--- config.mk ---
export PLATFORM = sky130hd
export DESIGN_NAME = rob_flat
export DESIGN_NICKNAME = d
export VERILOG_FILES = /design/src/ooo_pkg.sv /design/src/ooo_if.sv /design/src/rob.sv /design/src/flat_wrapper.sv
export VERILOG_INCLUDE_DIRS = /design/src
export SDC_FILE = /design/constraint.sdc
export NUM_CORES = 1
export LEC_CHECK = 0
export BUFFER_PORTS_ARGS = -buffer_cell sky130_fd_sc_hd__buf_2
export CAP_MARGIN = 15
export CORE_UTILIZATION = 59
export DETAILED_ROUTE_END_ITERATION = 6
export GPL_TIMING_DRIVEN = 0
export PLACE_DENSITY_LB_ADDON = 0.12
export SETUP_SLACK_MARGIN = 0.3
export SLEW_MARGIN = 25
export SYNTH_ARGS = -nofsm -noshare
export SYNTH_HDL_FRONTEND = slang
export SYNTH_SLANG_ARGS = --single-unit
--- constraint.sdc ---
create_clock -name clock -period 4.2 [get_ports clock]
set_clock_uncertainty 0.15 [all_clocks]
set_input_delay 0.84 -clock clock [delete_from_list [all_inputs] [get_ports clock]]
set_output_delay 0.84 -clock clock [all_outputs]
set_load 0.005 [all_outputs]
--- src/ooo_defs.svh ---
//////////////////////////////
// core sizing macros: data width, register file and
// reorder buffer depths, multiplier latency
//////////////////////////////
`ifndef OOO_DEFS_SVH
`define OOO_DEFS_SVH

`define DATA_W      64  // operand and result width
`define ARF_SIZE    32  // architectural registers
`define PRF_SIZE    64  // physical registers
`define ROB_SIZE    16  // reorder buffer slots
`define MUL_STAGES  3   // multiply latency in cycles

// always reads zero, never renamed
`define ZERO_REG    0

`endif

--- src/ooo_pkg.sv ---
//////////////////////////////
// shared types: register and slot indices, opcodes,
// unit select, error codes, instruction word views
//////////////////////////////
`default_nettype none
`include "ooo_defs.svh"

package ooo_pkg;

	typedef logic [$clog2(`ARF_SIZE)-1:0] arn_t;    // architectural index
	typedef logic [$clog2(`PRF_SIZE)-1:0] prn_t;    // physical index
	typedef logic [$clog2(`ROB_SIZE)-1:0] rob_idx_t;
	typedef logic [`DATA_W-1:0] word_t;

	typedef enum logic [5:0] {
		OP_HALT = 6'h00,
		OP_ADD  = 6'h10,    // rd = ra + rb
		OP_ADDI = 6'h11,    // rd = ra + sext(imm)
		OP_MUL  = 6'h12,
		OP_MULI = 6'h13
	} opcode_t;

	typedef enum logic {FU_ADD, FU_MUL} fu_sel_t;

	typedef enum logic [1:0] {NO_ERROR, HALTED_ON_HALT, HALTED_ON_ILLEGAL} error_code_t;

	typedef struct packed {
		opcode_t opcode;
		arn_t dest;
		arn_t opa;
		arn_t opb;
		logic [10:0] pad;   // unused in register form
	} inst_reg_t;

	typedef struct packed {
		opcode_t opcode;
		arn_t dest;
		arn_t opa;
		logic signed [15:0] imm;
	} inst_imm_t;

	// same 32-bit word, register or immediate form
	typedef union packed {
		inst_reg_t r;
		inst_imm_t i;
	} inst_u;

endpackage

`default_nettype wire

--- src/ooo_if.sv ---
//////////////////////////////
// cdb_if: single result bus
// dispatch_if: accepted op with rename and slot info
// retire_if: head of the reorder buffer
//////////////////////////////
`default_nettype none

interface cdb_if;
	logic valid;                    // one pulse per result
	ooo_pkg::prn_t tag;             // physical dest to write
	ooo_pkg::word_t value;
	ooo_pkg::rob_idx_t rob_idx;     // slot to mark done
	modport source (output valid, tag, value, rob_idx);
	modport sink (input valid, tag, value, rob_idx);
endinterface

interface dispatch_if;
	logic fire;                     // instruction accepted this cycle
	ooo_pkg::arn_t arn_dest;
	logic rename_en;                // dest is not the zero reg
	ooo_pkg::fu_sel_t fu_sel;
	ooo_pkg::word_t opa_value;
	ooo_pkg::word_t opb_value;      // reg value or extended imm
	logic done_now;                 // halt or illegal, no execution
	ooo_pkg::error_code_t err_code;
	ooo_pkg::rob_idx_t rob_idx;     // tail slot from rob
	ooo_pkg::prn_t prn_dest;        // new mapping from rename
	ooo_pkg::prn_t old_prn;         // mapping being replaced
	modport ctrl (output fire, arn_dest, rename_en, fu_sel, opa_value, opb_value,
		done_now, err_code);
	modport rename (input fire, arn_dest, rename_en, output prn_dest, old_prn);
	modport rob (input fire, arn_dest, rename_en, done_now, err_code, prn_dest, old_prn,
		output rob_idx);
	modport exec (input fire, fu_sel, opa_value, opb_value, done_now, prn_dest, rob_idx);
endinterface

interface retire_if;
	logic valid;                    // head retires this cycle
	ooo_pkg::arn_t arn_dest;
	ooo_pkg::prn_t prn_dest;        // holds the committed value
	ooo_pkg::prn_t old_prn;         // goes back to the free list
	logic has_dest;
	ooo_pkg::error_code_t err_code;
	modport source (output valid, arn_dest, prn_dest, old_prn, has_dest, err_code);
	modport sink (input valid, arn_dest, prn_dest, old_prn, has_dest, err_code);
endinterface

`default_nettype wire

--- src/rob.sv ---
//////////////////////////////
// reorder buffer: circular, head/tail/count
// done marking from cdb, in-order retire
//////////////////////////////
`default_nettype none
`include "ooo_defs.svh"

module rob (
	input  logic clock,
	input  logic rst_n,
	output logic rob_full,
	dispatch_if.rob disp,
	cdb_if.sink cdb,
	retire_if.source ret
);
	localparam int CNT_W = $clog2(`ROB_SIZE) + 1;

	ooo_pkg::arn_t arn_q [`ROB_SIZE];
	ooo_pkg::prn_t prn_q [`ROB_SIZE];
	ooo_pkg::prn_t old_q [`ROB_SIZE];
	ooo_pkg::error_code_t err_q [`ROB_SIZE];
	logic [`ROB_SIZE-1:0] has_dest_q;
	logic [`ROB_SIZE-1:0] done_q;          // result on cdb or needs none
	ooo_pkg::rob_idx_t head, tail;
	logic [CNT_W-1:0] count;               // occupied slots

	assign rob_full = count == CNT_W'(`ROB_SIZE);
	assign disp.rob_idx = tail;

	//////////////////////////////
	// retire port
	//////////////////////////////
	assign ret.valid = (count != '0) && done_q[head];
	assign ret.arn_dest = arn_q[head];
	assign ret.prn_dest = prn_q[head];
	assign ret.old_prn = old_q[head];
	assign ret.has_dest = ret.valid && has_dest_q[head];   // low between retires
	assign ret.err_code = ret.valid ? err_q[head] : ooo_pkg::NO_ERROR;

	always_ff @(posedge clock or negedge rst_n) begin
		if (!rst_n) begin
			head <= '0;
			tail <= '0;
			count <= '0;
			done_q <= '0;
		end else begin
			if (disp.fire) begin
				tail <= tail + 1'b1;                     // wraps with the slot count
				done_q[tail] <= disp.done_now;          // halt/illegal retire next cycle
			end
			if (cdb.valid) begin
				done_q[cdb.rob_idx] <= 1'b1;
			end
			if (ret.valid) begin
				head <= head + 1'b1;
			end
			count <= count + CNT_W'(disp.fire) - CNT_W'(ret.valid);
		end
	end

	// entry payload
	always_ff @(posedge clock) begin
		if (disp.fire) begin
			arn_q[tail] <= disp.arn_dest;
			prn_q[tail] <= disp.prn_dest;
			old_q[tail] <= disp.old_prn;
			err_q[tail] <= disp.err_code;
			has_dest_q[tail] <= disp.rename_en;
		end
	end

endmodule

`default_nettype wire

--- src/flat_wrapper.sv ---
// flat-port wrapper written by rule: the top's interface ports become plain ports
module rob_flat 
  (clock, rst_n, rob_full, disp_fire, disp_arn_dest, disp_rename_en, disp_done_now, disp_err_code, disp_prn_dest, disp_old_prn, disp_rob_idx, cdb_valid, cdb_tag, cdb_value, cdb_rob_idx, ret_valid, ret_arn_dest, ret_prn_dest, ret_old_prn, ret_has_dest, ret_err_code);
  dispatch_if disp_i ();
  cdb_if cdb_i ();
  retire_if ret_i ();
  input  logic clock;
  input  logic rst_n;
  output logic rob_full;
  input wire logic [$bits(disp_i.fire)-1:0] disp_fire;
  input wire logic [$bits(disp_i.arn_dest)-1:0] disp_arn_dest;
  input wire logic [$bits(disp_i.rename_en)-1:0] disp_rename_en;
  input wire logic [$bits(disp_i.done_now)-1:0] disp_done_now;
  input wire logic [$bits(disp_i.err_code)-1:0] disp_err_code;
  input wire logic [$bits(disp_i.prn_dest)-1:0] disp_prn_dest;
  input wire logic [$bits(disp_i.old_prn)-1:0] disp_old_prn;
  output wire logic [$bits(disp_i.rob_idx)-1:0] disp_rob_idx;
  input wire logic [$bits(cdb_i.valid)-1:0] cdb_valid;
  input wire logic [$bits(cdb_i.tag)-1:0] cdb_tag;
  input wire logic [$bits(cdb_i.value)-1:0] cdb_value;
  input wire logic [$bits(cdb_i.rob_idx)-1:0] cdb_rob_idx;
  output wire logic [$bits(ret_i.valid)-1:0] ret_valid;
  output wire logic [$bits(ret_i.arn_dest)-1:0] ret_arn_dest;
  output wire logic [$bits(ret_i.prn_dest)-1:0] ret_prn_dest;
  output wire logic [$bits(ret_i.old_prn)-1:0] ret_old_prn;
  output wire logic [$bits(ret_i.has_dest)-1:0] ret_has_dest;
  output wire logic [$bits(ret_i.err_code)-1:0] ret_err_code;
  assign disp_i.fire = disp_fire;
  assign disp_i.arn_dest = disp_arn_dest;
  assign disp_i.rename_en = disp_rename_en;
  assign disp_i.done_now = disp_done_now;
  assign disp_i.err_code = disp_err_code;
  assign disp_i.prn_dest = disp_prn_dest;
  assign disp_i.old_prn = disp_old_prn;
  assign disp_rob_idx = disp_i.rob_idx;
  assign cdb_i.valid = cdb_valid;
  assign cdb_i.tag = cdb_tag;
  assign cdb_i.value = cdb_value;
  assign cdb_i.rob_idx = cdb_rob_idx;
  assign ret_valid = ret_i.valid;
  assign ret_arn_dest = ret_i.arn_dest;
  assign ret_prn_dest = ret_i.prn_dest;
  assign ret_old_prn = ret_i.old_prn;
  assign ret_has_dest = ret_i.has_dest;
  assign ret_err_code = ret_i.err_code;
  rob u_core (.clock(clock), .rst_n(rst_n), .rob_full(rob_full), .disp(disp_i), .cdb(cdb_i), .ret(ret_i));
endmodule
==> results.py <==
metrics = {
    "outcome": {
        "status": "finished, final reports clean",
    },
    "sta": {
        "relSlewSlack_pct": 35.5,
        "maxSlewViolCount": 0,
        "setup_ws_ns": 0.407,
        "fin_hold_ws_ns": 0.203,
        "finalCritPeriodShare_pct": 90.3,
        "fmax_mhz": 264,
        "grt_setup_unrepaired": "no",
        "hold_viol": 0,
        "setup_violations": 0,
        "worstMarginPinSlew_ns": 0.968,
        "finalCriticalPeriod_ns": 3.79,
    },
    "final_layout": {
        "nets": 845,
        "regArea_um2": 10300,
        "synthToLayoutAreaGrowth_pct": 16.6,
        "final_cell_count_no_fill": 1046,
        "drive_above_1_share_pct": 35.1,
        "antenna_cells": 0,
        "final_common_cell": "edfxtp_1",
        "fillers": 1354,
        "final_cell_mix": "edfxtp_1, mux4_2, buf_2",
        "multi_input_area_um2": 3320,
    },
    "yosys": {
        "synthArstFlopShare_pct": 8.31,
        "syn-instance-count": 618,
        "yosysTopAreaCell": "edfxtp_1",
        "yosys_warnings": 0,
        "ys_seq_elements": 349,
        "synth.top_cell.area_share_pct": 69.9,
        "ys.flop_type": "edfxtp_1",
        "synth_cell_types": 38,
        "synthTopCellsByArea": "edfxtp_1, mux4_2, dfrtp_1",
        "avgSynthCellArea_um2": 22.2,
        "syn-num-nets": 729,
        "synth_area_um2": 13700,
        "seq_area_frac_synth_pct": 75.2,
        "synth_edf_count": 320,
    },
    "setup_path": {
        "slowest_delay_ns": 0.75,
        "worstSetupEndpointType": "output port",
        "rr_endpoint": "u_core.count[4]",
        "path_buf_inv": 2,
        "required_ns": 3.21,
        "path_max_fanout": 10,
        "slowest_stage": "clkdlybuf4s15_1",
        "critPathLaunchType": "register",
        "reg2regPathDepth": 11,
        "arrival_ns": 2.80,
        "rr_startpoint": "u_core.head[3]",
        "cp_cell_sequence": "clkdlybuf4s15_1 > mux4_2 > mux4_2 > buf_2",
        "critPathKind": "reg2out",
        "r2r_setup_slack_ns": 0.88,
        "crit_family": "multiplexers",
        "crit_top_cell": "mux4_2",
    },
    "place": {
        "dp_cells": 981,
        "portBuffers": 54,
        "hpwl_um": 18200,
        "pre_cts_ws_ns": 0.533,
        "gp_congestion": 0.784,
    },
    "route": {
        "wl_per_cell_um": 27.4,
        "viasPerCell": 6.34,
        "antenna_left": 0,
        "totalWireLength_um": 28700,
        "drc": 0,
        "drt_first_pass_iters": 4,
        "vias": 6633,
        "first_iter_violations": 603,
    },
    "worst_hold_path": {
        "min_path_type": "in2async",
    },
    "clocking": {
        "clkLatencyLatePin_ns": 0.52,
        "cts_tree": "built",
        "cts-root-buf": "clkbuf_16",
        "post_cts_buffers": 0,
        "cts.sinks": 349,
        "numCtsBuffers": 36,
        "clk_pin_slew_ns": 0.06,
        "cts_buffer_depth": 3,
        "htreeDepth": 2,
    },
    "power": {
        "total_leakage_power_nw": 5.34,
        "max-vdd-ir-drop_uv": 550,
        "powerDensity_nw_per_um2": 689,
    },
    "floorplanning": {
        "core-area_um2": 22700,
        "initial_utilization_pct": 60.5,
        "pin_count": 125,
        "dieArea_um2": 23900,
        "die_w_um": 155,
        "die_h_um": 155,
        "row_count": 55,
    },
    "global_route": {
        "grt_pass1_wl_um": 43100,
        "first_global_vias": 7016,
        "overflow": 0,
        "antenna_found_initial": 0,
        "grt_usage_pct": 25.5,
        "grt_max_degree": 30,
    },
    "run": {
        "cap_violations": 0,
    },
}
[synth_stat cells (all sizes together) (2+ instances only)]
cell type / count
a21oi: 4
buf: 20
clkbuf: 8
dfrtp: 29
edfxtp: 320
ha: 11
inv: 11
mux2: 2
mux2i: 27
mux4: 98
nand2: 10
nand2b: 6
nand3: 4
nand3b: 2
nor2: 20
nor3: 4
o21ai: 16
o22a: 3
xnor2: 4
xor2: 5
[logic make-up after synthesis]
kind of cell | count (synthesis) | share of synthesized area (%)
flops | 349 | 75.2
fa+ha+maj | 12 | 1.15
mux | 127 | 18.2
simple gates | 53 | 1.96
xor+xnor | 9 | 0.573
compound gates | 29 | 1.46
buf+inv | 39 | 1.48
[sequential cells by signal, summed over array words and instances, names as in the netlist]
register             cells
u_core.err_q            32
u_core.arn_q            80
u_core.old_q            96
u_core.head              4
u_core.has_dest_q       16
u_core.prn_q            96
u_core.count             5
u_core.disp.rob_idx      4
u_core.done_q           16
[how the worst max path moves through the flow]
stage / start / end / slack (ns) / depth (start not counted)
4_1_cts: u_core.head[1] / ret_prn_dest[0] / 0.43 / 4
6_report: u_core.head[1] / ret_arn_dest[1] / 0.41 / 4
3_5_place_dp: u_core.head[1] / ret_arn_dest[1] / 0.53 / 5
2_1_floorplan: disp_fire / u_core.done_q[3] / 0.81 / 5
5_1_grt: u_core.head[1] / ret_arn_dest[1] / 0.33 / 4
3_3_place_gp: disp_fire / u_core.done_q[3] / -1.26 / 6
[metrics by stage]
stage / TNS, ns / area [µm²] / utilization [%] / power (W)
after floorplan: 0 / 13700 / - / 0.00682
after global placement: -95.08 / 14400 / 63.3 / 0.00780
after detailed placement: 0 / 14900 / 65.6 / 0.00813
after CTS: 0 / 16000 / 70.6 / 0.0112
after global routing: 0 / 16000 / 70.6 / 0.0115
final: 0 / 16000 / 70.6 / 0.0111
[what timing repair did]
action	CTS	global route
hold buffers	0	0
setup endpoints to repair	17	2
resized for setup	3	2
[worst register-to-register path: cells and delay by family, from the launching register on]
family | cells | cell delay, ns
AOI/OAI and AO/OA | 3 | 0.90
adders and majority gates | 3 | 0.81
buffers and inverters | 2 | 0.77
DFF | 1 | 0.35
and+or+nand+nor | 2 | 0.16
xor gates and xnor gates | 1 | 0.12
[report_power, final]
| group | switching [W] | internal (W) | total, W |
|---|---|---|---|
| logic | 0.00187 | 0.00174 | 0.00361 |
| clock network | 0.00124 | 0.00178 | 0.00302 |
| registers | 0.000170 | 0.00426 | 0.00443 |
[area by class of cell]
type	count	share of cell area, %
Inverter	11	0.258
Timing Repair Buffer	78	4.31
Clock inverter	15	0.773
Tap cell	285	2.22
Clock buffer	50	6.21
Sequential cell	349	64.5
Multi-Input combinational cell	230	20.7
Buffer	28	1.08
[layer usage]
metal  vias up  part of all wire (%)  GRT usage, %
li1       2815                     -             -
met1      3493                    42          36.1
met2       262                    49          41.2
met3        63                   6.3          4.17
met4         0                   3.0          8.86
met5         -                     0             0
Note: power is estimated with default switching activity, not from simulation.
