`config.mk`:
```
export PLATFORM = sky130hd
export DESIGN_NAME = ooo_ctrl_flat
export DESIGN_NICKNAME = d
export VERILOG_FILES = /design/src/ooo_pkg.sv /design/src/ooo_if.sv /design/src/ooo_ctrl.sv /design/src/flat_wrapper.sv
export VERILOG_INCLUDE_DIRS = /design/src
export SDC_FILE = /design/constraint.sdc
export NUM_CORES = 1
export LEC_CHECK = 0
export BUFFER_PORTS_ARGS = -buffer_cell sky130_fd_sc_hd__buf_2
export CAP_MARGIN = 20
export CORE_AREA = 4 4 131 133
export CTS_CLUSTER_DIAMETER = 120
export DETAILED_ROUTE_END_ITERATION = 7
export DIE_AREA = 0 0 135 137
export GPL_TIMING_DRIVEN = 0
export RECOVER_POWER = 25
export REMOVE_ABC_BUFFERS = 1
export SETUP_SLACK_MARGIN = 0.3
export SKIP_LAST_GASP = 1
export SLEW_MARGIN = 40
export SYNTH_ARGS = -nofsm -noshare
export SYNTH_HDL_FRONTEND = slang
export SYNTH_SLANG_ARGS = --single-unit
```
`constraint.sdc`:
```
create_clock -name clock -period 1.5 [get_ports clock]
set_input_delay 0.3 -clock clock [delete_from_list [all_inputs] [get_ports clock]]
set_output_delay 0.3 -clock clock [all_outputs]
set_load 0.005 [all_outputs]
```
`src/ooo_defs.svh`:
```
//////////////////////////////
// core sizing macros: data width, register file and
// reorder buffer depths, multiplier latency
//////////////////////////////
`ifndef OOO_DEFS_SVH
`define OOO_DEFS_SVH

`define DATA_W      64  // operand and result width
`define ARF_SIZE    32  // architectural registers
`define PRF_SIZE    64  // physical registers
`define ROB_SIZE    16  // reorder buffer slots
`define MUL_STAGES  3   // multiply latency in cycles

// always reads zero, never renamed
`define ZERO_REG    0

`endif

```
`src/ooo_pkg.sv`:
```
//////////////////////////////
// shared types: register and slot indices, opcodes,
// unit select, error codes, instruction word views
//////////////////////////////
`default_nettype none
`include "ooo_defs.svh"

package ooo_pkg;

	typedef logic [$clog2(`ARF_SIZE)-1:0] arn_t;    // architectural index
	typedef logic [$clog2(`PRF_SIZE)-1:0] prn_t;    // physical index
	typedef logic [$clog2(`ROB_SIZE)-1:0] rob_idx_t;
	typedef logic [`DATA_W-1:0] word_t;

	typedef enum logic [5:0] {
		OP_HALT = 6'h00,
		OP_ADD  = 6'h10,    // rd = ra + rb
		OP_ADDI = 6'h11,    // rd = ra + sext(imm)
		OP_MUL  = 6'h12,
		OP_MULI = 6'h13
	} opcode_t;

	typedef enum logic {FU_ADD, FU_MUL} fu_sel_t;

	typedef enum logic [1:0] {NO_ERROR, HALTED_ON_HALT, HALTED_ON_ILLEGAL} error_code_t;

	typedef struct packed {
		opcode_t opcode;
		arn_t dest;
		arn_t opa;
		arn_t opb;
		logic [10:0] pad;   // unused in register form
	} inst_reg_t;

	typedef struct packed {
		opcode_t opcode;
		arn_t dest;
		arn_t opa;
		logic signed [15:0] imm;
	} inst_imm_t;

	// same 32-bit word, register or immediate form
	typedef union packed {
		inst_reg_t r;
		inst_imm_t i;
	} inst_u;

endpackage

`default_nettype wire

```
`src/ooo_if.sv`:
```
//////////////////////////////
// cdb_if: single result bus
// dispatch_if: accepted op with rename and slot info
// retire_if: head of the reorder buffer
//////////////////////////////
`default_nettype none


interface dispatch_if;
	logic fire;                     // instruction accepted this cycle
	ooo_pkg::arn_t arn_dest;
	logic rename_en;                // dest is not the zero reg
	ooo_pkg::fu_sel_t fu_sel;
	ooo_pkg::word_t opa_value;
	ooo_pkg::word_t opb_value;      // reg value or extended imm
	logic done_now;                 // halt or illegal, no execution
	ooo_pkg::error_code_t err_code;
	ooo_pkg::rob_idx_t rob_idx;     // tail slot from rob
	ooo_pkg::prn_t prn_dest;        // new mapping from rename
	ooo_pkg::prn_t old_prn;         // mapping being replaced
	modport ctrl (output fire, arn_dest, rename_en, fu_sel, opa_value, opb_value,
		done_now, err_code);
	modport rename (input fire, arn_dest, rename_en, output prn_dest, old_prn);
	modport rob (input fire, arn_dest, rename_en, done_now, err_code, prn_dest, old_prn,
		output rob_idx);
	modport exec (input fire, fu_sel, opa_value, opb_value, done_now, prn_dest, rob_idx);
endinterface

interface retire_if;
	logic valid;                    // head retires this cycle
	ooo_pkg::arn_t arn_dest;
	ooo_pkg::prn_t prn_dest;        // holds the committed value
	ooo_pkg::prn_t old_prn;         // goes back to the free list
	logic has_dest;
	ooo_pkg::error_code_t err_code;
	modport source (output valid, arn_dest, prn_dest, old_prn, has_dest, err_code);
	modport sink (input valid, arn_dest, prn_dest, old_prn, has_dest, err_code);
endinterface

`default_nettype wire

```
`src/ooo_ctrl.sv`:
```
//////////////////////////////
// control: instruction decode, stall level,
// sticky error status
//////////////////////////////
`default_nettype none
`include "ooo_defs.svh"

module ooo_ctrl (
	input  logic clock,
	input  logic rst_n,
	input  logic dispatch_valid,
	input  ooo_pkg::inst_u dispatch_inst,
	input  ooo_pkg::word_t src_value_a,
	input  ooo_pkg::word_t src_value_b,
	input  logic src_ready_a,
	input  logic src_ready_b,
	input  logic rob_full,
	input  logic free_empty,
	input  logic alu_busy,
	output ooo_pkg::arn_t src_arn_a,
	output ooo_pkg::arn_t src_arn_b,
	output logic dispatch_stall,
	output ooo_pkg::error_code_t error_status,
	dispatch_if.ctrl disp,
	retire_if.sink ret
);
	ooo_pkg::opcode_t op;
	logic is_imm, is_mul, is_halt, is_illegal;
	logic operand_wait;
	ooo_pkg::word_t imm_ext;

	assign op = dispatch_inst.r.opcode;                     // same field in both views
	assign is_imm = (op == ooo_pkg::OP_ADDI) || (op == ooo_pkg::OP_MULI);
	assign is_mul = (op == ooo_pkg::OP_MUL) || (op == ooo_pkg::OP_MULI);
	assign is_halt = op == ooo_pkg::OP_HALT;
	assign is_illegal = !(is_imm || is_mul || is_halt || op == ooo_pkg::OP_ADD);
	assign imm_ext = {{(`DATA_W-16){dispatch_inst.i.imm[15]}}, dispatch_inst.i.imm};

	assign src_arn_a = dispatch_inst.r.opa;
	assign src_arn_b = dispatch_inst.r.opb;                 // ignored for imm forms

	// a waits for ra unless it needs no execution, b only in register form
	assign operand_wait = !disp.done_now && (!src_ready_a || (!is_imm && !src_ready_b));
	assign dispatch_stall = (dispatch_valid && operand_wait) || rob_full || free_empty ||
		alu_busy || (error_status != ooo_pkg::NO_ERROR);

	assign disp.fire = dispatch_valid && !dispatch_stall;
	assign disp.arn_dest = dispatch_inst.r.dest;
	assign disp.done_now = is_halt || is_illegal;
	assign disp.rename_en = !disp.done_now && (dispatch_inst.r.dest != `ZERO_REG);
	assign disp.fu_sel = is_mul ? ooo_pkg::FU_MUL : ooo_pkg::FU_ADD;
	assign disp.opa_value = src_value_a;
	assign disp.opb_value = is_imm ? imm_ext : src_value_b;
	assign disp.err_code = is_illegal ? ooo_pkg::HALTED_ON_ILLEGAL :
		is_halt ? ooo_pkg::HALTED_ON_HALT : ooo_pkg::NO_ERROR;

	// first error to retire sticks until reset
	always_ff @(posedge clock or negedge rst_n) begin
		if (!rst_n) begin
			error_status <= ooo_pkg::NO_ERROR;
		end else if (ret.valid && ret.err_code != ooo_pkg::NO_ERROR &&
				error_status == ooo_pkg::NO_ERROR) begin
			error_status <= ret.err_code;
		end
	end

endmodule

`default_nettype wire

```
`src/flat_wrapper.sv`:
```
// flat-port wrapper written by rule: the top's interface ports become plain ports
module ooo_ctrl_flat 
  (clock, rst_n, dispatch_valid, dispatch_inst, src_value_a, src_value_b, src_ready_a, src_ready_b, rob_full, free_empty, alu_busy, src_arn_a, src_arn_b, dispatch_stall, error_status, disp_fire, disp_arn_dest, disp_rename_en, disp_fu_sel, disp_opa_value, disp_opb_value, disp_done_now, disp_err_code, ret_valid, ret_arn_dest, ret_prn_dest, ret_old_prn, ret_has_dest, ret_err_code);
  dispatch_if disp_i ();
  retire_if ret_i ();
  input  logic clock;
  input  logic rst_n;
  input  logic dispatch_valid;
  input  ooo_pkg::inst_u dispatch_inst;
  input  ooo_pkg::word_t src_value_a;
  input  ooo_pkg::word_t src_value_b;
  input  logic src_ready_a;
  input  logic src_ready_b;
  input  logic rob_full;
  input  logic free_empty;
  input  logic alu_busy;
  output ooo_pkg::arn_t src_arn_a;
  output ooo_pkg::arn_t src_arn_b;
  output logic dispatch_stall;
  output ooo_pkg::error_code_t error_status;
  output wire logic [$bits(disp_i.fire)-1:0] disp_fire;
  output wire logic [$bits(disp_i.arn_dest)-1:0] disp_arn_dest;
  output wire logic [$bits(disp_i.rename_en)-1:0] disp_rename_en;
  output wire logic [$bits(disp_i.fu_sel)-1:0] disp_fu_sel;
  output wire logic [$bits(disp_i.opa_value)-1:0] disp_opa_value;
  output wire logic [$bits(disp_i.opb_value)-1:0] disp_opb_value;
  output wire logic [$bits(disp_i.done_now)-1:0] disp_done_now;
  output wire logic [$bits(disp_i.err_code)-1:0] disp_err_code;
  input wire logic [$bits(ret_i.valid)-1:0] ret_valid;
  input wire logic [$bits(ret_i.arn_dest)-1:0] ret_arn_dest;
  input wire logic [$bits(ret_i.prn_dest)-1:0] ret_prn_dest;
  input wire logic [$bits(ret_i.old_prn)-1:0] ret_old_prn;
  input wire logic [$bits(ret_i.has_dest)-1:0] ret_has_dest;
  input wire logic [$bits(ret_i.err_code)-1:0] ret_err_code;
  assign disp_fire = disp_i.fire;
  assign disp_arn_dest = disp_i.arn_dest;
  assign disp_rename_en = disp_i.rename_en;
  assign disp_fu_sel = disp_i.fu_sel;
  assign disp_opa_value = disp_i.opa_value;
  assign disp_opb_value = disp_i.opb_value;
  assign disp_done_now = disp_i.done_now;
  assign disp_err_code = disp_i.err_code;
  assign ret_i.valid = ret_valid;
  assign ret_i.arn_dest = ret_arn_dest;
  assign ret_i.prn_dest = ret_prn_dest;
  assign ret_i.old_prn = ret_old_prn;
  assign ret_i.has_dest = ret_has_dest;
  assign ret_i.err_code = ret_err_code;
  ooo_ctrl u_core (.clock(clock), .rst_n(rst_n), .dispatch_valid(dispatch_valid), .dispatch_inst(dispatch_inst), .src_value_a(src_value_a), .src_value_b(src_value_b), .src_ready_a(src_ready_a), .src_ready_b(src_ready_b), .rob_full(rob_full), .free_empty(free_empty), .alu_busy(alu_busy), .src_arn_a(src_arn_a), .src_arn_b(src_arn_b), .dispatch_stall(dispatch_stall), .error_status(error_status), .disp(disp_i), .ret(ret_i));
endmodule
```
==> impl_metrics.json <==
{
  "rows": 46,
  "ys_seq_area_frac": 0.0345,
  "finalSetupViolCount": 71,
  "areaGrowthSynthToFinish_pct": 74.7,
  "syn-cell-area_mm2": 0.00145,
  "use_met2": 0.258,
  "cts_tree": "done",
  "antenna_found_initial": 7,
  "synth_top_area_share": 0.419,
  "place_ws_ns": -1.01,
  "drcViolationCount": 0,
  "ys_top_cells_by_area": "buf_4 (42%), a21o_1 (25%), mux2_4 (11%)",
  "ctsLongestPathBuffers": 2,
  "clk_latency_ns": 0.22,
  "wl_per_cell_um": 33.8,
  "rsz0062_at_grt": "true",
  "p_leak_uw": 0.00151,
  "critPathMaxFanout": 6,
  "die_w_um": 135,
  "finalCritPeriodShare": 1.21,
  "regMostFlops": "u_core.error_status",
  "hp-class": "in -> reg",
  "path_clk_slew_ns": 0.03,
  "powerDensity_mw_per_mm2": 400,
  "synth_edf_count": 0,
  "timing_worst_setup_path_type": "in -> out",
  "ant_nets": 0,
  "cp_cell_sequence": "buf_6, nor3_4, buf_6, and4_4, buf_12, clkbuf_16, a21o_1, buf_2",
  "synthArstFlopShare": 1.00,
  "root_buffer": "clkbuf_16",
  "layout_commonest_cell": "buf_2",
  "max_freq_ghz": 0.553,
  "ys_ff_latch": 2,
  "firstDrtPassIters": 4,
  "largest_reg_flops": 2,
  "hold_viol": 0,
  "hpwlAfterDp_um": 14400,
  "pin_count": 341,
  "via_count": 1878,
  "use_met1": 0.121,
  "dieArea_mm2": 0.0185,
  "finClkSkew_ns": 0.0000482,
  "reg_top3": "u_core.error_status (2)",
  "initial_utilization": 0.0917,
  "ys_warn_count": 0,
  "use_met3": 0.269,
  "min_period_ns": 1.81,
  "grt_pass1_vias": 1690,
  "postSynthAreaPerCell_um2": 8.06,
  "synth-main-ff-cell": "dfrtp_1",
  "gp_congestion": 0.767,
  "drive_gt1_frac": 0.773,
  "stdcell_area_mm2": 0.00253,
  "vias_per_cell": 3.64,
  "die_h_um": 137,
  "num-fill-cells": 1795,
  "fin_ws_ns": -0.308,
  "endpoint_kind": "primary output",
  "track_usage": 0.171,
  "ir_drop_v": 0.000568,
  "crit_arrival_ns": 1.51,
  "cts.sinks": 2,
  "outcome": "finished, violations left",
  "grt_max_degree": 17,
  "grt_overflow": 0,
  "grt_pass1_wl_um": 20100,
  "violations": "setup timing",
  "cp_common_cell": "buf_6",
  "grt.busiest_layer": "met3",
  "crit_required_ns": 1.20,
  "tightest_slew_ns": 0.392,
  "cap_violations": 0,
  "io_buffers": 184,
  "fp.coreArea_mm2": 0.0158,
  "num-nets-final": 490,
  "drt_iter0_drc": 68,
  "cts_max_level": 1,
  "finalWirelength_um": 17400,
  "cts_inserted_buffers": 3,
  "worst_path_largest_cell_delay_ns": 0.28,
  "cp-start-kind": "input pin",
  "layout_common_cells": "buf_2 (173), a21o_1 (49), buf_6 (17), mux2_4 (11), buf_12 (6)",
  "yosysUniqueCellTypes": 23,
  "maxSlewViolCount": 0,
  "crit_slowest_cell": "and4_4",
  "synth_top_area_cell": "buf_4",
  "placed_cell_area_mm2": 0.00198,
  "synth_cells": 180,
  "slew_headroom": 0.739
}
==> cell type report <==
cell class	instances	area, um^2	area share
tap	216	270	0.107
sequential	2	50.0	0.0197
antenna	1	2.50	0.000987
timing repair buffer	205	1340	0.528
inverter	1	3.75	0.00148
clock buffer	3	75.1	0.0296
multi-input combinational	88	795	0.313
==> critical path, delay by kind of cell <==
kind                   cells  cell delay [ns]
AOI/OAI and AO/OA          1             0.09
buffers and inverters      5             0.64
and+or+nand+nor            2             0.49
==> Yosys cell counts, types with 2 or more instances <==
master and n:
buf_4 81, buf_6 2, clkbuf_1 4, buf_2 4, nand2_1 3, mux2_2 4, dfrtp_1 2, nor2_1 3
and3_1 2, a21o_1 49, o21bai_1 2, o21ai_0 3, mux2_4 11
==> power breakdown <==
group,switching [uW],leakage [uW],internal (uW)
Sequential,8.79,0.0000197,63.6
Combinational,214,0.00146,323
Clock,64.1,0.0000370,339
Total,287,0.00151,726
==> logic make-up (layout without fill, tap and decap cells) <==
logic type,count (synthesis),count (layout),synth area share
flops,2,2,0.0345
mux,15,15,0.145
simple gates,15,18,0.0716
compound gates,55,55,0.278
other cells,0,1,0
buf+inv,93,209,0.472
==> worst paths after layout <==
path	startpoint	to	slack (ns)	cells past startpoint
worst max-delay path	dispatch_inst[29]	disp_opb_value[20]	-0.31	8
worst min-delay path	ret_err_code[0]	u_core.error_status[0]$_DFFE_PN0P_	0.33	3
worst max register to register	u_core.error_status[1]$_DFFE_PN0P_	u_core.error_status[1]$_DFFE_PN0P_	0.71	2
worst min register to register	u_core.error_status[0]$_DFFE_PN0P_	u_core.error_status[1]$_DFFE_PN0P_	0.53	1
max in group asynchronous	rst_n	u_core.error_status[1]$_DFFE_PN0P_	0.97	2
min in group asynchronous	rst_n	u_core.error_status[0]$_DFFE_PN0P_	0.40	2
==> through the flow <==
step / std cells / util / hold WS [ns] / total power (uW) / TNS (ns)
2_1_floorplan: 88 / - / 0.00441 / 222 / -32.56
3_3_place_gp: 488 / 0.124 / 0.0846 / 522 / -83.46
3_5_place_dp: 489 / 0.125 / 0.0863 / 530 / -55.68
4_1_cts: 511 / 0.154 / 0.327 / 1020 / -18.50
5_1_grt: 516 / 0.160 / 0.340 / 1070 / -21.88
6_report: 516 / 0.160 / 0.325 / 1010 / -18.58
==> metal layers <==
| layer | vias up | part of all wire |
|---|---|---|
| li1 | 785 | - |
| met1 | 792 | 0.24 |
| met2 | 273 | 0.43 |
| met3 | 16 | 0.33 |
| met4 | 12 | 0.0029 |
| met5 | - | 0.0048 |
==> timing repair <==
item | 4_1_cts | 5_1_grt
hold buffers | 1 | 0
gates cloned | 6 | 2
setup buffers | 12 | 2
resized for setup | 23 | 8
pin swaps | 5 | 2
endpoints found under the hold margin | 2 | 0
endpoints found under the setup margin | 71 | 71
Note: power is estimated with default switching activity, not from simulation.
