File: src/ooo_defs.svh
//////////////////////////////
// core sizing macros: data width, register file and
// reorder buffer depths, multiplier latency
//////////////////////////////
`ifndef OOO_DEFS_SVH
`define OOO_DEFS_SVH

`define DATA_W      64  // operand and result width
`define ARF_SIZE    32  // architectural registers
`define PRF_SIZE    64  // physical registers
`define ROB_SIZE    16  // reorder buffer slots
`define MUL_STAGES  3   // multiply latency in cycles

// always reads zero, never renamed
`define ZERO_REG    0

`endif

File: src/ooo_pkg.sv
//////////////////////////////
// shared types: register and slot indices, opcodes,
// unit select, error codes, instruction word views
//////////////////////////////
`default_nettype none
`include "ooo_defs.svh"

package ooo_pkg;

	typedef logic [$clog2(`ARF_SIZE)-1:0] arn_t;    // architectural index
	typedef logic [$clog2(`PRF_SIZE)-1:0] prn_t;    // physical index
	typedef logic [$clog2(`ROB_SIZE)-1:0] rob_idx_t;
	typedef logic [`DATA_W-1:0] word_t;

	typedef enum logic [5:0] {
		OP_HALT = 6'h00,
		OP_ADD  = 6'h10,    // rd = ra + rb
		OP_ADDI = 6'h11,    // rd = ra + sext(imm)
		OP_MUL  = 6'h12,
		OP_MULI = 6'h13
	} opcode_t;

	typedef enum logic {FU_ADD, FU_MUL} fu_sel_t;

	typedef enum logic [1:0] {NO_ERROR, HALTED_ON_HALT, HALTED_ON_ILLEGAL} error_code_t;

	typedef struct packed {
		opcode_t opcode;
		arn_t dest;
		arn_t opa;
		arn_t opb;
		logic [10:0] pad;   // unused in register form
	} inst_reg_t;

	typedef struct packed {
		opcode_t opcode;
		arn_t dest;
		arn_t opa;
		logic signed [15:0] imm;
	} inst_imm_t;

	// same 32-bit word, register or immediate form
	typedef union packed {
		inst_reg_t r;
		inst_imm_t i;
	} inst_u;

endpackage

`default_nettype wire

File: src/ooo_if.sv
//////////////////////////////
// cdb_if: single result bus
// dispatch_if: accepted op with rename and slot info
// retire_if: head of the reorder buffer
//////////////////////////////
`default_nettype none


interface dispatch_if;
	logic fire;                     // instruction accepted this cycle
	ooo_pkg::arn_t arn_dest;
	logic rename_en;                // dest is not the zero reg
	ooo_pkg::fu_sel_t fu_sel;
	ooo_pkg::word_t opa_value;
	ooo_pkg::word_t opb_value;      // reg value or extended imm
	logic done_now;                 // halt or illegal, no execution
	ooo_pkg::error_code_t err_code;
	ooo_pkg::rob_idx_t rob_idx;     // tail slot from rob
	ooo_pkg::prn_t prn_dest;        // new mapping from rename
	ooo_pkg::prn_t old_prn;         // mapping being replaced
	modport ctrl (output fire, arn_dest, rename_en, fu_sel, opa_value, opb_value,
		done_now, err_code);
	modport rename (input fire, arn_dest, rename_en, output prn_dest, old_prn);
	modport rob (input fire, arn_dest, rename_en, done_now, err_code, prn_dest, old_prn,
		output rob_idx);
	modport exec (input fire, fu_sel, opa_value, opb_value, done_now, prn_dest, rob_idx);
endinterface

interface retire_if;
	logic valid;                    // head retires this cycle
	ooo_pkg::arn_t arn_dest;
	ooo_pkg::prn_t prn_dest;        // holds the committed value
	ooo_pkg::prn_t old_prn;         // goes back to the free list
	logic has_dest;
	ooo_pkg::error_code_t err_code;
	modport source (output valid, arn_dest, prn_dest, old_prn, has_dest, err_code);
	modport sink (input valid, arn_dest, prn_dest, old_prn, has_dest, err_code);
endinterface

`default_nettype wire

File: src/rename_table.sv
//////////////////////////////
// map table arch -> phys
// free list as a bit vector, lowest index first
//////////////////////////////
`default_nettype none
`include "ooo_defs.svh"

module rename_table (
	input  logic clock,
	input  logic rst_n,
	input  ooo_pkg::arn_t src_arn_a,
	input  ooo_pkg::arn_t src_arn_b,
	output ooo_pkg::prn_t src_prn_a,
	output ooo_pkg::prn_t src_prn_b,
	output logic free_empty,
	dispatch_if.rename disp,
	retire_if.sink ret
);
	ooo_pkg::prn_t map [`ARF_SIZE];         // current speculative mapping
	logic [`PRF_SIZE-1:0] free;             // 1 = available
	ooo_pkg::prn_t alloc;                   // lowest free entry

	//////////////////////////////
	// allocation
	//////////////////////////////
	always_comb begin
		alloc = '0;
		for (int i = `PRF_SIZE-1; i >= 0; i--) begin   // descending so lowest wins
			if (free[i]) begin
				alloc = ooo_pkg::prn_t'(i);
			end
		end
	end

	assign free_empty = ~|free;
	assign src_prn_a = map[src_arn_a];
	assign src_prn_b = map[src_arn_b];
	assign disp.old_prn = map[disp.arn_dest];
	// zero dest keeps its fixed mapping, its result is dropped by the prf
	assign disp.prn_dest = disp.rename_en ? alloc : map[disp.arn_dest];

	//////////////////////////////
	// update
	//////////////////////////////
	always_ff @(posedge clock or negedge rst_n) begin
		if (!rst_n) begin
			for (int i = 0; i < `ARF_SIZE; i++) begin
				map[i] <= ooo_pkg::prn_t'(i);            // identity after reset
			end
			free <= {{(`PRF_SIZE-`ARF_SIZE){1'b1}}, {`ARF_SIZE{1'b0}}};
		end else begin
			if (ret.valid && ret.has_dest) begin
				free[ret.old_prn] <= 1'b1;               // previous mapping is dead now
			end
			if (disp.fire && disp.rename_en) begin
				map[disp.arn_dest] <= alloc;
				free[alloc] <= 1'b0;                     // never equal to old_prn
			end
		end
	end

endmodule

`default_nettype wire

File: src/flat_wrapper.sv
// flat-port wrapper written by rule: the top's interface ports become plain ports
module rename_table_flat 
  (clock, rst_n, src_arn_a, src_arn_b, src_prn_a, src_prn_b, free_empty, disp_fire, disp_arn_dest, disp_rename_en, disp_prn_dest, disp_old_prn, ret_valid, ret_arn_dest, ret_prn_dest, ret_old_prn, ret_has_dest, ret_err_code);
  dispatch_if disp_i ();
  retire_if ret_i ();
  input  logic clock;
  input  logic rst_n;
  input  ooo_pkg::arn_t src_arn_a;
  input  ooo_pkg::arn_t src_arn_b;
  output ooo_pkg::prn_t src_prn_a;
  output ooo_pkg::prn_t src_prn_b;
  output logic free_empty;
  input wire logic [$bits(disp_i.fire)-1:0] disp_fire;
  input wire logic [$bits(disp_i.arn_dest)-1:0] disp_arn_dest;
  input wire logic [$bits(disp_i.rename_en)-1:0] disp_rename_en;
  output wire logic [$bits(disp_i.prn_dest)-1:0] disp_prn_dest;
  output wire logic [$bits(disp_i.old_prn)-1:0] disp_old_prn;
  input wire logic [$bits(ret_i.valid)-1:0] ret_valid;
  input wire logic [$bits(ret_i.arn_dest)-1:0] ret_arn_dest;
  input wire logic [$bits(ret_i.prn_dest)-1:0] ret_prn_dest;
  input wire logic [$bits(ret_i.old_prn)-1:0] ret_old_prn;
  input wire logic [$bits(ret_i.has_dest)-1:0] ret_has_dest;
  input wire logic [$bits(ret_i.err_code)-1:0] ret_err_code;
  assign disp_i.fire = disp_fire;
  assign disp_i.arn_dest = disp_arn_dest;
  assign disp_i.rename_en = disp_rename_en;
  assign disp_prn_dest = disp_i.prn_dest;
  assign disp_old_prn = disp_i.old_prn;
  assign ret_i.valid = ret_valid;
  assign ret_i.arn_dest = ret_arn_dest;
  assign ret_i.prn_dest = ret_prn_dest;
  assign ret_i.old_prn = ret_old_prn;
  assign ret_i.has_dest = ret_has_dest;
  assign ret_i.err_code = ret_err_code;
  rename_table u_core (.clock(clock), .rst_n(rst_n), .src_arn_a(src_arn_a), .src_arn_b(src_arn_b), .src_prn_a(src_prn_a), .src_prn_b(src_prn_b), .free_empty(free_empty), .disp(disp_i), .ret(ret_i));
endmodule
File: config.mk
export PLATFORM = sky130hd
export DESIGN_NAME = rename_table_flat
export DESIGN_NICKNAME = d
export VERILOG_FILES = /design/src/ooo_pkg.sv /design/src/ooo_if.sv /design/src/rename_table.sv /design/src/flat_wrapper.sv
export VERILOG_INCLUDE_DIRS = /design/src
export SDC_FILE = /design/constraint.sdc
export NUM_CORES = 1
export LEC_CHECK = 0
export BUFFER_PORTS_ARGS = -buffer_cell sky130_fd_sc_hd__buf_2
export CORE_MARGIN = 4
export CORE_UTILIZATION = 63
export DETAILED_ROUTE_END_ITERATION = 8
export PLACE_DENSITY = 0.81
export SLEW_MARGIN = 0
export SYNTH_ARGS = -nofsm -noshare
export SYNTH_HDL_FRONTEND = slang
export SYNTH_SLANG_ARGS = --single-unit
export TNS_END_PERCENT = 5
File: constraint.sdc
create_clock -name clock -period 2.8 [get_ports clock]
set_input_delay 0 -clock clock [delete_from_list [all_inputs] [get_ports clock]]
set_output_delay 0 -clock clock [all_outputs]
set_load 0.02 [all_outputs]
==> flow_summary.json, run 1 <==
{
  "status": "finished with violations",
  "violations": "setup timing",
  "slew_headroom_pct": 28.1,
  "grt_usage_pct": 37.2,
  "cts_buffers": 28,
  "clock_latency_ns": 0.56,
  "clockBufferDepth": 3,
  "viasPerCell": 7.56,
  "crit_type": "flip-flop to output port",
  "tightest_slew_ns": 1.08,
  "arrival_ns": 2.82,
  "ys.flop_type": "dfrtp_1",
  "syn_nets": 1249,
  "place_ws_ns": 0.0642,
  "htreeDepth": 1,
  "cts_tree": "built",
  "crit_chain": "or3b_4 > a311oi_2 > a31oi_2 > nor3_2 > a211oi_2 > or2_4 > a21oi_4 > buf_6",
  "grt_pass1_vias": 12600,
  "die_y_microns": 165,
  "initial_core_util_pct": 64.0,
  "finalSetupTns_ns": -0.0356,
  "synth-seq-cells": 256,
  "synth_cell_types": 69,
  "final_util_pct": 74.2,
  "die_area_sq_mm": 0.0272,
  "die-width_microns": 165,
  "dp_hpwl_microns": 32100,
  "power_leakage_uw": 0.00729,
  "ys_seq_area_share_pct": 42.2,
  "netlist_area_sq_mm": 0.0155,
  "final_nets": 1349,
  "place_congestion": 0.963,
  "synth_edf_count": 0,
  "boundaryPins": 65,
  "drt_iter0_markers": 1704,
  "setup_viol": 4,
  "finalHoldViolations": 0,
  "whs_ns": 0.0354,
  "route.detailed.drc": 0,
  "cts_sinks": 256,
  "root_buffer": "clkbuf_16",
  "clock.fmax_ghz": 0.355,
  "cp_max_fo": 5,
  "irDropWorstVdd_mv": 0.760,
  "overflow": 0,
  "fillers": 1498,
  "hp-class": "input pin to asynchronous set/reset pin",
  "finalMaxSlewViolations": 0,
  "grt_max_degree": 83,
  "routed-wl-met2_microns": 23600,
  "highest_layer": "met5",
  "synthCells": 1209,
  "routed_wl_microns": 49700,
  "worst_path_max_delay_cell": "dfrtp_1",
  "core_region_area_sq_mm": 0.0242,
  "crit_path_end_kind": "output port",
  "yosys_warnings": 0,
  "syn_avg_cell_area_sq_um": 12.8,
  "final_cell_mix": "mux4_2 (168), mux2_2 (150), dfrtp_1 (143), a21oi_1 (128), dfstp_2 (112)",
  "dr_wl_met3_microns": 5720,
  "final_common_cell": "mux4_2",
  "drt_pass1_iterations": 5,
  "area_growth_pct": 15.8,
  "period_share_pct": 101,
  "via_count": 12500,
  "required_ns": 2.80,
  "port_buffers": 51,
  "fin_crit_ns": 2.82,
  "drive_gt1_share_pct": 51.6,
  "wl_per_cell_microns": 30.0,
  "wl_met1_microns": 16400,
  "fin_skew_ns": 0.0245,
  "setup_ws_ns": -0.0163,
  "ys_async_sr_fraction_pct": 100,
  "rsz0062_at_grt": "yes",
  "power_density_mw_per_mm2": 1100,
  "cp-start-kind": "flip-flop",
  "rows": 57,
  "cts.clk_slew.worst_paths_ns": 0.06,
  "maxCapViolations": 0,
  "ant_nets": 0,
  "antenna_found_initial": 2,
  "grt_pass1_wl_microns": 75400,
  "critical-path-max-stage-delay_ns": 0.43
}
==> worst paths after layout <==
path / startpoint / end / slack, ns / cells past startpoint
max reg2reg: u_core.free[30] / u_core.free[41] / 0.12 / 7
max in group asynchronous: rst_n / u_core.free[46] / 1.84 / 3
min in group clock: ret_has_dest / u_core.free[60] / 0.05 / 5
max: u_core.free[8] / disp_prn_dest[0] / -0.02 / 8
min: rst_n / u_core.map[157] / 0.04 / 2
min reg2reg: u_core.map[68] / u_core.map[68] / 0.49 / 2
==> stage by stage <==
stage / instances / area, sq um / power (uW)
floorplan: 1209 / 15500 / 11100
global placement: 1576 / 16600 / 14200
detailed placement: 1576 / 16600 / 14500
CTS: 1642 / 17800 / 19000
global route: 1655 / 18000 / 20400
finish: 1656 / 18000 / 19800
==> state kept, by name, summed over array words and instances, names as in the netlist <==
name	flops
u_core.map	192
u_core.free	64
==> area by class of cell <==
cell class                      instances  area (sq um)  area share [%]
Clock inverter                         13           120           0.668
Inverter                                9          33.8           0.188
Timing Repair Buffer                  159          1340            7.47
Antenna cell                            1          2.50          0.0139
Tap cell                              324           405            2.25
Multi-Input combinational cell        855          8740            48.6
Sequential cell                       256          6550            36.4
Clock buffer                           39           793            4.41
==> worst max-delay path, delay by kind of cell (launching register included) <==
family                 cells  cell delay [ns]
AND/OR/NAND/NOR            3             0.97
AO/OA/AOI/OAI              4             0.74
flip-flops                 1             0.43
buffers and inverters      1             0.14
==> synthesized netlist by cell type (all sizes together), types with 3 or more instances <==
master	n	area (sq um)
nor2	64	248
or3b	3	26.3
and3b	6	52.6
nor3b	13	148
o211ai	3	22.5
nand2	82	308
o21a	4	31.3
nor4	20	161
nor2b	11	83.8
and3	4	30.0
or2	5	31.3
dfstp	112	2940
mux2	151	1700
o21bai	5	37.5
a211oi	3	27.5
dfrtp	144	3600
inv	9	33.8
a21oi	132	661
or4	5	41.3
nand4	7	43.8
clkbuf	57	215
a22oi	24	180
mux4	168	3780
o31ai	14	105
nand2b	5	31.3
nand3	8	65.1
and2	6	37.5
buf	32	154
a31oi	11	83.8
nand3b	3	22.5
nor3	22	135
or3	4	30.0
o21ai	54	270
==> report_power, final <==
group          switching [uW]  internal, uW
clock                    1530          2160
combinational            5330          4560
sequential               1140          5050
==> cell families (layout without fill, tap and decap cells) <==
logic type	Yosys count	in the layout	share of synthesized area (%)
AO/OA/AOI/OAI	262	262	9.93
buffers and inverters	98	220	2.60
flip-flops	256	256	42.2
multiplexers	319	319	35.3
other	0	1	0
AND/OR/NAND/NOR	274	274	9.98
==> metal layers <==
layer	up-vias	GRT usage, %
met4	2	24.2
met2	996	59.5
met1	6275	44.2
met3	281	11.0
li1	4960	-
met5	-	0
==> timing repair <==
action	4_1_cts	5_1_grt
cloned	1	0
endpoints found under the setup margin	7	7
pin swaps	10	13
endpoints found under the hold margin	146	0
hold buffers	8	0
buffers inserted	5	13
gates resized for setup	31	18
(Power assumes the default switching activity.)
==> run 2, diff against run 1 <==
--- a/config.mk
+++ b/config.mk
@@ -7,12 +7,14 @@
 export NUM_CORES = 1
 export LEC_CHECK = 0
 export BUFFER_PORTS_ARGS = -buffer_cell sky130_fd_sc_hd__buf_2
+export CELL_PAD_IN_SITES_DETAIL_PLACEMENT = 0
+export CELL_PAD_IN_SITES_GLOBAL_PLACEMENT = 2
 export CORE_MARGIN = 4
-export CORE_UTILIZATION = 63
+export CORE_UTILIZATION = 44
 export DETAILED_ROUTE_END_ITERATION = 8
-export PLACE_DENSITY = 0.81
+export PLACE_DENSITY_LB_ADDON = 0.1
 export SLEW_MARGIN = 0
 export SYNTH_ARGS = -nofsm -noshare
 export SYNTH_HDL_FRONTEND = slang
 export SYNTH_SLANG_ARGS = --single-unit
-export TNS_END_PERCENT = 5
+export TNS_END_PERCENT = 20
==> run 2 against run 1 <==
Die area grew 41%. Fmax grew 0.34%. First-iteration DRC count shrank 53%. Design area grew 3.7%. Sequential share of layout area shrank 1.3 points. The run still ends with setup timing left. Wire length grew 4.0%. Setup slack gained 0.0097 ns. Non-clock buffer count grew 29. Sequential power shrank 1%. Power grew 3.6%. Clock skew shrank 0.014 ns. Final cell count grew 9.8%.
==> flow_summary.json, run 2 (same netlist as run 1, synthesis figures left out) <==
{
  "root_buffer": "clkbuf_16",
  "regMostFlops": "u_core.map",
  "port_buffers": 51,
  "overflow": 0,
  "ant_nets": 0,
  "fin_crit_ns": 2.81,
  "viasPerCell": 6.32,
  "finalHoldViolations": 0,
  "cp_top_family": "simple AND/OR/NAND/NOR gates",
  "routed_wl_microns": 51700,
  "die-width_microns": 196,
  "power_density_mw_per_mm2": 1100,
  "clock_latency_ns": 0.58,
  "rsz0062_at_grt": "yes",
  "antennaDiodeCount": 0,
  "grt_pass1_wl_microns": 77000,
  "largest_register_ffs": 192,
  "place_congestion": 0.919,
  "htreeDepth": 1,
  "cts_buffers": 30,
  "crit_buf_inv": 2,
  "initial_core_util_pct": 44.7,
  "fin_skew_ns": 0.0109,
  "tightest_slew_ns": 0.963,
  "dp_hpwl_microns": 35500,
  "die_area_sq_mm": 0.0383,
  "top_regs": "u_core.map x192, u_core.free x64",
  "cp_max_fo": 4,
  "crit_end": "disp_prn_dest[3]",
  "slew_headroom_pct": 35.5,
  "cts_tree": "built",
  "status": "finished with violations",
  "violations": "setup timing",
  "setup_viol": 1,
  "critical-path-max-stage-delay_ns": 0.39,
  "clock.fmax_ghz": 0.356,
  "antenna_found_initial": 1,
  "grt_usage_pct": 26.8,
  "drt_pass1_iterations": 5,
  "final_nets": 1380,
  "cp-start-kind": "flip-flop",
  "r2r-start": "u_core.free[17]",
  "fillers": 2971,
  "worst_path_max_delay_cell": "dfstp_2",
  "route.detailed.drc": 0,
  "die_y_microns": 196,
  "finalMaxSlewViolations": 0,
  "period_share_pct": 100,
  "grt_max_degree": 83,
  "fin_area_sq_mm": 0.0186,
  "required_ns": 2.80,
  "cp-startpoint": "u_core.free[55]",
  "clockBufferDepth": 3,
  "via_count": 11500,
  "setup_ws_ns": -0.00664,
  "area_growth_pct": 20.1,
  "drive_gt1_share_pct": 53.7,
  "cts_sinks": 256,
  "reg2reg_depth": 12,
  "grt_pass1_vias": 11700,
  "crit_cells": 8,
  "placed_area_sq_mm": 0.0169,
  "irDropWorstVdd_mv": 1.22,
  "area.sequential_sq_mm": 0.00655,
  "regToRegSetupSlack_ns": 0.10,
  "hp-class": "input pin to flip-flop",
  "multi_input_area_sq_mm": 0.00883,
  "maxCapViolations": 0,
  "rows": 68,
  "cts.clk_slew.worst_paths_ns": 0.06,
  "crit_type": "flip-flop to output port",
  "boundaryPins": 65,
  "power_leakage_uw": 0.00752,
  "crit_path_end_kind": "output port",
  "arrival_ns": 2.81,
  "wl_per_cell_microns": 28.4,
  "drt_iter0_markers": 794,
  "final_common_cell": "mux4_2",
  "core_region_area_sq_mm": 0.0347,
  "r2r_end": "u_core.free[32]",
  "final_util_pct": 53.7,
  "crit_chain": "nor4_2 > buf_4 > o211ai_1 > a221o_2 > and2b_4 > or2_4 > a21oi_4 > buf_6",
  "final_cell_mix": "mux4_2 (168), mux2_2 (150), dfrtp_1 (140), a21oi_1 (120), dfstp_2 (112)"
}
-- run 2: changes by cell type in the layout (fill, tap and decap cells not counted), sizes merged --
cell | before | now
buf | 150 | 176
bufinv | 2 | 3
clkinv | 9 | 4
dlygate4sd3 | 8 | 10
clkbuf | 39 | 49
clkinvlp | 2 | 1
diode | 1 | 0
-- run 2: timing repair --
| item | in CTS | in global routing |
|---|---|---|
| setup endpoints to repair | 5 | 21 |
| buffers inserted | 17 | 9 |
| hold buffers | 10 | 0 |
| cloned | 1 | 1 |
| endpoints found under the hold margin | 201 | 0 |
| gates resized for setup | 22 | 48 |
| pin swaps | 7 | 22 |
-- run 2: where the power goes --
part           internal, uW  leakage [uW]  switching, uW
registers              5060       0.00311           1060
clock network          2550      0.000520           1620
logic                  4820       0.00390           5380
-- run 2: final cells by class --
type                            count  area share, %
Multi-Input combinational cell    855           47.4
Sequential cell                   256           35.1
Timing Repair Buffer              188           8.59
Clock buffer                       48           5.04
Tap cell                          455           3.05
Clock inverter                      8          0.631
Inverter                            9          0.181
-- run 2: worst register-to-register path: cells and delay by family, from the launching register on --
kind / cells / cell delay (ns)
AO/OA/AOI/OAI: 4 / 0.89
AND/OR/NAND/NOR: 2 / 0.64
buffers and inverters: 6 / 0.70
flip-flops: 1 / 0.41
-- run 2: metrics by stage --
| step | std cells | total power (uW) | worst slack [ns] | hold slack [ns] | setup TNS [ns] |
|---|---|---|---|---|---|
| 3_3_place_gp | 1727 | 14600 | 0.224 | 0.0516 | 0 |
| 6_report | 1819 | 20500 | -0.00664 | 0.00350 | -0.00664 |
| 3_5_place_dp | 1727 | 14700 | 0.179 | 0.0511 | 0 |
| 5_1_grt | 1819 | 21500 | -0.0703 | 0.0717 | -0.292 |
| 2_1_floorplan | 1209 | 11100 | 0.394 | -0.296 | 0 |
| 4_1_cts | 1811 | 20000 | -0.0362 | 0.00212 | -0.143 |
-- run 2: routing by layer --
layer / GRT usage [%] / vias up / part of all wire [%]
met5: 0 / - / 0.025
met2: 43.1 / 447 / 48
li1: - / 5004 / -
met4: 12.9 / 2 / 5.6
met1: 35.2 / 5910 / 40
met3: 5.19 / 140 / 6.9
-- run 2: worst min path at each step --
stage	endpoint	slack, ns	cells past startpoint	startpoint
2_1_floorplan	u_core.free[0]	-0.30	0	rst_n
3_3_place_gp	u_core.map[133]	0.05	1	rst_n
3_5_place_dp	u_core.map[133]	0.05	1	rst_n
4_1_cts	u_core.free[60]	0.002	5	ret_old_prn[2]
5_1_grt	u_core.map[133]	0.07	2	rst_n
6_report	u_core.free[60]	0.003	5	ret_old_prn[2]
